<file path="src/core_pkg.sv">
`default_nettype none
//**********************************************************
// Core pipeline types
// Word, strobe, register and op types for the load/store
// pipeline, with the load and store classifiers
//**********************************************************

package core_pkg;

    typedef logic [31:0] word_t;
    typedef logic [3:0]  strb_t;
    typedef logic [4:0]  reg_addr_t;

    // Op codes carried by each record from the execute stage
    typedef enum logic [3:0] {
        OP_ALU             = 4'h0,
        LOAD_BYTE          = 4'h1,
        LOAD_HALF          = 4'h2,
        LOAD_WORD          = 4'h3,
        LOAD_BYTE_UNSIGNED = 4'h4,
        LOAD_HALF_UNSIGNED = 4'h5,
        STORE_BYTE         = 4'h6,
        STORE_HALF         = 4'h7,
        STORE_WORD         = 4'h8
    } op_t;

    function automatic logic is_load(op_t op);
        case (op)
            LOAD_BYTE, LOAD_HALF, LOAD_WORD,
            LOAD_BYTE_UNSIGNED, LOAD_HALF_UNSIGNED:
                return 1'b1;
            default:
                return 1'b0;
        endcase
    endfunction

    function automatic logic is_store(op_t op);
        case (op)
            STORE_BYTE, STORE_HALF, STORE_WORD:
                return 1'b1;
            default:
                return 1'b0;
        endcase
    endfunction

endpackage

`default_nettype wire

</file>
<file path="src/axi_pkg.sv">
`default_nettype none
//**********************************************************
// AXI-Lite encodings
// Bus widths and response codes for the data RAM bus
//**********************************************************

package axi_pkg;

    localparam int ADDR_W = 32;
    localparam int DATA_W = 32;
    localparam int STRB_W = DATA_W / 8;

    typedef logic [1:0] resp_t;

    // Only OKAY and SLVERR are ever returned by the RAM
    localparam resp_t RESP_OKAY   = 2'b00;
    localparam resp_t RESP_SLVERR = 2'b10;

endpackage

`default_nettype wire

</file>
<file path="src/store_align.sv">
`timescale 1ns/100ps
`default_nettype none
//**********************************************************
// Store alignment
// Moves store data into its byte lane and sets the strobes
//**********************************************************

module store_align (
    input  core_pkg::op_t  op,
    input  core_pkg::word_t addr,
    input  core_pkg::word_t din,
    output core_pkg::word_t dout,
    output core_pkg::strb_t strb
);

    always_comb begin
        case (op)
            core_pkg::STORE_WORD: begin
                dout = din;
                strb = 4'b1111;
            end
            core_pkg::STORE_HALF: begin
                // Upper half when address bit 1 is set
                dout = din << {addr[1], 4'b0000};
                strb = addr[1] ? 4'b1100 : 4'b0011;
            end
            core_pkg::STORE_BYTE: begin
                dout = din << {addr[1:0], 3'b000};
                strb = 4'b0001 << addr[1:0];
            end
            default: begin
                // Not a store, so nothing is written
                dout = din;
                strb = 4'b0000;
            end
        endcase
    end

endmodule

`default_nettype wire

</file>
<file path="src/load_align.sv">
`timescale 1ns/100ps
`default_nettype none
//**********************************************************
// Load alignment
// Picks the addressed lane and sign- or zero-extends it
//**********************************************************

module load_align (
    input  core_pkg::op_t   op,
    input  core_pkg::word_t addr,
    input  core_pkg::word_t din,
    output core_pkg::word_t dout
);

    logic [7:0]  byte_lane;
    logic [15:0] half_lane;

    assign byte_lane = din[{addr[1:0], 3'b000} +: 8];
    assign half_lane = din[{addr[1], 4'b0000} +: 16];

    always_comb begin
        case (op)
            core_pkg::LOAD_BYTE:          dout = {{24{byte_lane[7]}}, byte_lane};
            core_pkg::LOAD_BYTE_UNSIGNED: dout = {24'h000000, byte_lane};
            core_pkg::LOAD_HALF:          dout = {{16{half_lane[15]}}, half_lane};
            core_pkg::LOAD_HALF_UNSIGNED: dout = {16'h0000, half_lane};
            // Word loads and anything else pass the bus word as is
            default:                      dout = din;
        endcase
    end

endmodule

`default_nettype wire

</file>
<file path="src/mem_stage.sv">
`timescale 1ns/100ps
`default_nettype none
//**********************************************************
// Memory stage
// Turns pipeline records into AXI-Lite reads and writes and
// returns every record in order on the writeback stream
//**********************************************************

module mem_stage (
    input  logic                 aclk,
    input  logic                 aresetn,
    // Records from the execute stage
    input  logic                 src_tvalid,
    output logic                 src_tready,
    input  core_pkg::op_t        src_op,
    input  core_pkg::word_t      src_alu,
    input  core_pkg::word_t      src_rs2,
    input  core_pkg::reg_addr_t  src_rd,
    // Writeback records
    output logic                 wb_tvalid,
    input  logic                 wb_tready,
    output core_pkg::op_t        wb_op,
    output core_pkg::reg_addr_t  wb_rd_addr,
    output core_pkg::word_t      wb_rd_data,
    output logic                 wb_err,
    // AXI-Lite master
    output logic                 awvalid,
    input  logic                 awready,
    output core_pkg::word_t      awaddr,
    output logic                 wvalid,
    input  logic                 wready,
    output core_pkg::word_t      wdata,
    output core_pkg::strb_t      wstrb,
    input  logic                 bvalid,
    output logic                 bready,
    input  axi_pkg::resp_t       bresp,
    output logic                 arvalid,
    input  logic                 arready,
    output core_pkg::word_t      araddr,
    input  logic                 rvalid,
    output logic                 rready,
    input  core_pkg::word_t      rdata,
    input  axi_pkg::resp_t       rresp
);

    logic                accept;
    logic                write;
    logic                read;
    logic                pass;
    logic                b_done;
    logic                r_done;
    logic                reading;
    core_pkg::word_t     st_data;
    core_pkg::strb_t     st_strb;
    core_pkg::word_t     ld_data;
    // Saved fields of the access in flight
    core_pkg::op_t       acc_op;
    core_pkg::reg_addr_t acc_rd;
    core_pkg::word_t     acc_addr;

    assign accept = src_tvalid & src_tready;
    assign write  = accept & core_pkg::is_store(src_op);
    assign read   = accept & core_pkg::is_load(src_op);
    assign pass   = accept & ~core_pkg::is_store(src_op) & ~core_pkg::is_load(src_op);
    assign b_done = bvalid & bready;
    assign r_done = rvalid & rready;

    // Input waits while any response is still owed
    assign src_tready = ~bready & ~reading & wb_tready;
    assign rready     = wb_tready;

    store_align store_align_inst (
        .op   (src_op),
        .addr (src_alu),
        .din  (src_rs2),
        .dout (st_data),
        .strb (st_strb)
    );

    load_align load_align_inst (
        .op   (acc_op),
        .addr (acc_addr),
        .din  (rdata),
        .dout (ld_data)
    );

    // Nothing new is accepted while a channel is stalled, so these hold
    always_ff @(posedge aclk) begin
        if (write | read) begin
            acc_op   <= src_op;
            acc_rd   <= src_rd;
            acc_addr <= src_alu;
        end
        if (write) begin
            wdata <= st_data;
            wstrb <= st_strb;
        end
    end

    assign awaddr = acc_addr;
    assign araddr = acc_addr;

    always_ff @(posedge aclk) begin
        if (!aresetn) begin
            awvalid <= 1'b0;
            wvalid  <= 1'b0;
            bready  <= 1'b0;
        end else begin
            if (write) begin
                awvalid <= 1'b1;
                wvalid  <= 1'b1;
                bready  <= 1'b1;
            end else begin
                if (awvalid && awready)
                    awvalid <= 1'b0;
                if (wvalid && wready)
                    wvalid <= 1'b0;
                if (b_done)
                    bready <= 1'b0;
            end
        end
    end

    always_ff @(posedge aclk) begin
        if (!aresetn) begin
            arvalid <= 1'b0;
            reading <= 1'b0;
        end else if (read) begin
            arvalid <= 1'b1;
            reading <= 1'b1;
        end else begin
            if (arvalid && arready)
                arvalid <= 1'b0;
            if (r_done)
                reading <= 1'b0;
        end
    end

    // A store's record waits for its write response so it can carry the error
    always_ff @(posedge aclk) begin
        if (!aresetn)
            wb_tvalid <= 1'b0;
        else if (pass || b_done || r_done)
            wb_tvalid <= 1'b1;
        else if (wb_tready)
            wb_tvalid <= 1'b0;
    end

    always_ff @(posedge aclk) begin
        if (pass) begin
            wb_op      <= src_op;
            wb_rd_addr <= src_rd;
            wb_rd_data <= src_alu;
            wb_err     <= 1'b0;
        end else if (b_done) begin
            wb_op      <= acc_op;
            wb_rd_addr <= acc_rd;
            wb_rd_data <= acc_addr;
            wb_err     <= (bresp == axi_pkg::RESP_SLVERR);
        end else if (r_done) begin
            wb_op      <= acc_op;
            wb_rd_addr <= acc_rd;
            wb_rd_data <= ld_data;
            wb_err     <= (rresp == axi_pkg::RESP_SLVERR);
        end
    end

endmodule

`default_nettype wire

</file>
<file path="config.mk">
export PLATFORM = sky130hd
export DESIGN_NAME = mem_stage
export DESIGN_NICKNAME = d
export VERILOG_FILES = /design/src/core_pkg.sv /design/src/axi_pkg.sv /design/src/store_align.sv /design/src/load_align.sv /design/src/mem_stage.sv
export SDC_FILE = /design/constraint.sdc
export NUM_CORES = 1
export LEC_CHECK = 0
export ABC_CLOCK_PERIOD_IN_PS = 3600
export BUFFER_PORTS_ARGS = -buffer_cell sky130_fd_sc_hd__buf_4
export CAP_MARGIN = 10
export CORE_ASPECT_RATIO = 0.8
export CORE_MARGIN = 10
export CORE_UTILIZATION = 45
export DETAILED_ROUTE_END_ITERATION = 8
export PLACE_DENSITY = 0.75
export SETUP_SLACK_MARGIN = 0.15
export SYNTH_ARGS = -nofsm -noshare
export SYNTH_HDL_FRONTEND = slang
export SYNTH_SLANG_ARGS = --single-unit
</file>
<file path="constraint.sdc">
create_clock -name aclk -period 3.6 [get_ports aclk]
set_clock_uncertainty 0.15 [all_clocks]
set_input_delay 0.18 -clock aclk [delete_from_list [all_inputs] [get_ports aclk]]
set_output_delay 0.18 -clock aclk [all_outputs]
set_load 0.01 [all_outputs]
</file>
* Word-level counts from Yosys, hierarchy flattened *
Index checks and enable logic that the tools add are counted.

word-level totals
  flip-flop bits (word level) = 125
  input bits = 118
  output and inout port bits = 149
  word-level logic and storage cells = 92

operators by class
  equality and inequality tests = 14
  shift-type cells = 5
  mux-type cells = 29
  bitwise operators = 14
  reduce and logical (&&, ||, !) cells = 15

operators with widths
  cell                                                 count
  one-hot mux 32 bit (4 select lines)                  1
  two-way mux 32 bit                                   3
  one-hot mux 32 bit (2 select lines)                  1
  << shifter 32 x 5 -> 32 bit                          2
  indexed part select 32 x 6 -> 16 bit                 1
  indexed part select 32 x 6 -> 8 bit                  1
  equality test 4 x 3 -> 1 bit, second input constant  6
  two-way mux 1 bit                                    16
  two-way mux 4 bit                                    4
  two-way mux 5 bit                                    3
  nonzero test 2 bit                                   7
  equality test 4 x 2 -> 1 bit, second input constant  3
  one-hot mux 4 bit (3 select lines)                   1
  AND 1 bit                                            9
  equality test 4 x 1 -> 1 bit, second input constant  2
  OR reduction 5 bit                                   1
  equality test 2 bit, second input constant           2
  equality test 4 bit, second input constant           1
  inverter 1 bit                                       4
  << shifter 1 x 2 -> 4 bit, first input constant      1
  logical AND 1 bit                                    3
  nonzero test 3 bit                                   1
  OR reduction 3 bit                                   1
  logical OR 1 bit                                     2
  bitwise OR 1 bit                                     1

* Logic depth before layout (Yosys ltp) *
  word-level depth = 9
  mapped depth = 8
  mapped depth without buffers = 4

* Hierarchy *
From an unflattened synthesis, not the netlist that was laid out.

unflattened totals
  cells, all modules = 499
  area, all modules = 6815.3 µm²

by module, submodules not included
  module       times used  cells an instance  area each (µm²)  sequential area each (µm²)
  mem_stage    1           282                5236.3           3683.5
  store_align  1           127                879.6            0.0
  load_align   1           90                 699.4            0.0

* Worst setup path before layout *
No wires, ideal clock.

  path type = input port to flip-flop
  start = input port src_op[1]
  end = register wb_op[0] (enable)
  setup time = 0.650 ns
  arrival time = 2.146 ns
  required time = 2.800 ns
  setup slack = 0.655 ns
  stages = 5
  path buffers = 2
  cells stage by stage = buf_6 > o31ai_1 > a21o_1 > buf_6 > nand3_1

between the ends
  word-level cells in the longest chain between the ends = 7
  elaborated cells between the ends (all ways) = 17
  classes of those cells = eq/ne: 8; mux: 2; bitwise: 4; reduce/logical: 3

RTL lines
  item                                                                 RTL line          source
  from (decl)                                                          mem_stage.sv:15   input core_pkg::op_t src_op,
  equality test 4 bit or equality test 4 x 3 -> 1 bit (tied branches)  core_pkg.sv:38    case (op)
  OR reduction 3 bit                                                   core_pkg.sv:38
  two-way mux 1 bit                                                    core_pkg.sv:38
  inverter 1 bit                                                       mem_stage.sv:64   assign pass = accept & ~core_pkg::is_store(src_op) & ~core_pkg::is_load(src_op);
  AND 1 bit                                                            mem_stage.sv:64
  AND 1 bit (*)                                                        mem_stage.sv:64
  nonzero test 3 bit (no source line) (*)                              n/a
  to (signal assigned)                                                 mem_stage.sv:151  wb_op <= src_op;
  to (signal assigned)                                                 mem_stage.sv:156  wb_op <= acc_op;
  to (signal assigned)                                                 mem_stage.sv:161  wb_op <= acc_op;
  to (decl)                                                            mem_stage.sv:22   output core_pkg::op_t wb_op,

Every way passes the cells marked *; elsewhere a longest branch is shown, timed or not.
A chain may end at the register's enable or synchronous reset.

* Worst setup path after layout *
  start = input port src_op[1]
  end = register wb_rd_data[5], data pin

between the ends
  word-level cells in the longest chain between the ends = 7
  elaborated cells between the ends (all ways) = 17
  classes of those cells = eq/ne: 8; mux: 3; bitwise: 4; reduce/logical: 2

RTL lines
  item                                                                 RTL line          source
  equality test 4 bit or equality test 4 x 3 -> 1 bit (tied branches)  core_pkg.sv:38
  OR reduction 3 bit                                                   core_pkg.sv:38
  two-way mux 1 bit                                                    core_pkg.sv:38
  inverter 1 bit                                                       mem_stage.sv:64
  AND 1 bit                                                            mem_stage.sv:64
  AND 1 bit (*)                                                        mem_stage.sv:64
  two-way mux 32 bit (*)                                               mem_stage.sv:150  if (pass) begin
  to (signal assigned)                                                 mem_stage.sv:153  wb_rd_data <= src_alu;
  to (signal assigned)                                                 mem_stage.sv:158  wb_rd_data <= acc_addr;
  to (signal assigned)                                                 mem_stage.sv:163  wb_rd_data <= ld_data;
  to (decl)                                                            mem_stage.sv:24   output core_pkg::word_t wb_rd_data,

Marks and branches as above.

==> impl_metrics.py <==
metrics = {
    "logic_synthesis": {
        "ys_seq_area_share_pct": 56.2,
        "yosysWarnings": 0,
        "netlist.area_leader.share_pct": 54.1,
        "synth-seq-cells": 125,
        "synth_compound_area_share_pct": 20.8,
        "synth_xor_xnor_area_share_pct": 0.134,
        "synth_top_flop_cell": "edfxtp_1",
        "synth_fa_ha_area_share_pct": 0,
        "synthCells": 571,
        "synth_top_cell_by_area": "edfxtp_1",
        "synth_edf_count": 118,
        "synth_fp_nets": 689,
        "synthArstFlopShare_pct": 0,
        "synth_cell_types": 59,
        "synth_top_family_by_area": "compound AO/OA/AOI/OAI gates",
        "synthSimpleGateAreaFrac_pct": 8.63,
        "syn_area_um2": 6560,
        "syn_avg_cell_area_um2": 11.5,
        "synthTopCellsByArea": "edfxtp_1, o21ai_0, mux2i_1",
        "muxShareOfSynthArea_pct": 6.36,
    },
    "timing": {
        "tns_ns": 0,
        "worst_pin_slew_ns": 0.825,
        "hold_viol_final": 0,
        "fin_crit_sh_pct": 74.6,
        "setup_viol": 0,
        "period_minus_slack_ns": 2.69,
        "maxSlewViolCount": 0,
        "max_slew_margin_pct": 43.6,
        "grt_setup_unrepaired": "no",
        "fmax_mhz": 372,
    },
    "job": {
        "maxCapViolations": 0,
    },
    "worst_setup_path": {
        "path_cells": "dlygate4sd3_1 -> buf_4 -> or4_1 -> a21oi_4 -> buf_4 -> a32oi_1 -> a21oi_1",
        "worstPathMaxFanout": 26,
        "crit_family": "buffers and inverters",
        "cp_slowest_cell": "or4_1",
        "crit_top_cell": "buf_4",
        "start_kind": "input port",
        "cp-end-kind": "flip-flop",
        "arrival_ns": 2.79,
        "crit_type": "input port to flip-flop",
        "cpPeakStageDelay_ns": 0.65,
        "critPathBufInv": 3,
        "required_ns": 3.70,
    },
    "global_route": {
        "antenna_found_initial": 1,
        "grt_pass1_wl_um": 36200,
        "grt.overflow.total": 0,
        "gr-usage-all-layers_pct": 23.2,
        "grt_max_degree": 42,
        "grt_pass1_vias": 6204,
    },
    "die": {
        "die_y_um": 128,
        "die_x_um": 155,
        "initial_core_util_pct": 45.8,
        "boundaryPins": 267,
        "num_rows": 39,
        "die_area_um2": 19800,
        "core_um2": 14300,
    },
    "cts": {
        "cts_tree": "done",
        "clkTransAtPathRegs_ns": 0.06,
        "cts-root-buf": "clkbuf_16",
        "clock-sinks": 125,
        "cts_setup_buffers": 0,
        "ctsResizeCount": 0,
        "clock_latency_ns": 0.41,
        "cts_max_level": 4,
        "numCtsBuffers": 17,
        "cts.path.max_buffers": 2,
    },
    "detailed_routing": {
        "drt_iter0_drc": 736,
        "dr.pass1.iters": 6,
        "vias": 6112,
        "ant_nets": 0,
        "via_per_inst": 5.76,
        "drc": 0,
        "wl_um": 24100,
        "wl_per_cell_um": 22.7,
    },
    "finish": {
        "layout_common_cells": "buf_4, edfxtp_1, dlygate4sd3_1",
        "drive_above_1_share_pct": 37.4,
        "syn_to_final_growth_pct": 48.3,
        "fin_util_pct": 68.0,
        "layoutNonFillerInstCount": 1061,
        "final_common_cell": "buf_4",
        "fin_nets": 982,
    },
    "place": {
        "placed_cells": 954,
        "numPortBuffers": 266,
        "finalWeightedCongestion": 0.883,
        "dp_hpwl_um": 17100,
    },
    "power": {
        "cellLeakagePower_uw": 0.00384,
        "power.density_nw_per_um2": 408,
        "p_total_uw": 3960,
        "irDropWorstVdd_mv": 0.346,
    },
    "status": {
        "outcome": "finished, final reports clean",
    },
    "worst_hold_path": {
        "min_path_type": "input port to flip-flop",
    },
}
## per-stage QoR
stage / setup WS (ns) / hold slack, ns / area, um^2
2_1_floorplan: 0.655 / 0.129 / 6560
3_3_place_gp: 1.15 / 0.220 / 8410
3_5_place_dp: 1.05 / 0.219 / 8410
4_1_cts: 0.912 / 0.0217 / 9720
5_1_grt: 0.761 / 0.0396 / 9720
6_report: 0.914 / 0.0412 / 9720
## cells by family (layout without fill, tap and decap cells)
logic type,Yosys count,in the layout
multiplexers,39,39
buffers and inverters,90,395
AO/OA/AOI/OAI,199,199
AND/OR/NAND/NOR,117,117
other,0,1
XOR/XNOR,1,1
flip-flops,125,125
## final cells by class
type	count	area, um^2
Fill cell	1053	4580
Tap cell	184	230
Clock buffer	17	425
Multi-Input combinational cell	356	2370
Inverter	11	41.3
Clock inverter	14	129
Timing Repair Buffer	353	2840
Antenna cell	1	2.50
Sequential cell	125	3680
## state kept, by name, indices dropped and copies added, names as in the netlist
name,count
araddr,32
wb_rd_data,32
wdata,32
acc_rd,5
wb_rd_addr,5
acc_op,4
wb_op,4
wstrb,4
arvalid,1
awvalid,1
bready,1
reading,1
wb_err,1
wb_tvalid,1
wvalid,1
## power breakdown
| group | internal (uW) | switching, uW | total, uW |
|---|---|---|---|
| sequential | 1680 | 37.9 | 1720 |
| combinational | 320 | 304 | 624 |
| clock | 1000 | 617 | 1620 |
| total | 3000 | 958 | 3960 |
## synth_stat cells (all sizes together) (2+ instances only)
master   number
nor3          2
nand3b        2
inv          10
nand3         3
a21o          2
o22ai        17
o31ai         2
o21ai        62
a31oi         2
a221oi       13
mux2i        27
clkbuf       29
a21boi        9
edfxtp      118
nor2b         3
o21a          4
and3          9
a21oi        13
nand2b        5
a2bb2oi       2
a211oi       24
mux2         11
nand2        64
nor3b         4
a22oi         9
o31a         21
dfxtp         7
buf          50
a32oi         7
and2          5
nor2         13
## per-layer routing
metal | wire, um | part of all wire (%) | GRT usage (%)
met5 | 0 | 0 | 0
met4 | 701 | 2.9 | 8.76
met3 | 2440 | 10 | 7.31
met2 | 11300 | 47 | 36.0
met1 | 9670 | 40 | 29.8
## worst paths after layout
check,slack [ns],depth (start not counted),startpoint,to
hold / removal,0.04,3,src_rs2[24],wdata[24]
setup / recovery,0.91,7,src_op[1],wb_rd_data[5]
hold reg to reg,0.34,2,awvalid,awvalid
setup reg to reg,0.96,5,bready,wb_err
## what timing repair did
action,CTS,global route
setup endpoints to repair,0,0
hold endpoints to repair,104,0
hold buffers,75,0
## tightest hold or removal path: stages
cell,delay (ns)
buf_4,0.11
nor2_1,0.09
a221oi_1,0.05
Power figures use the tool's default switching activity.
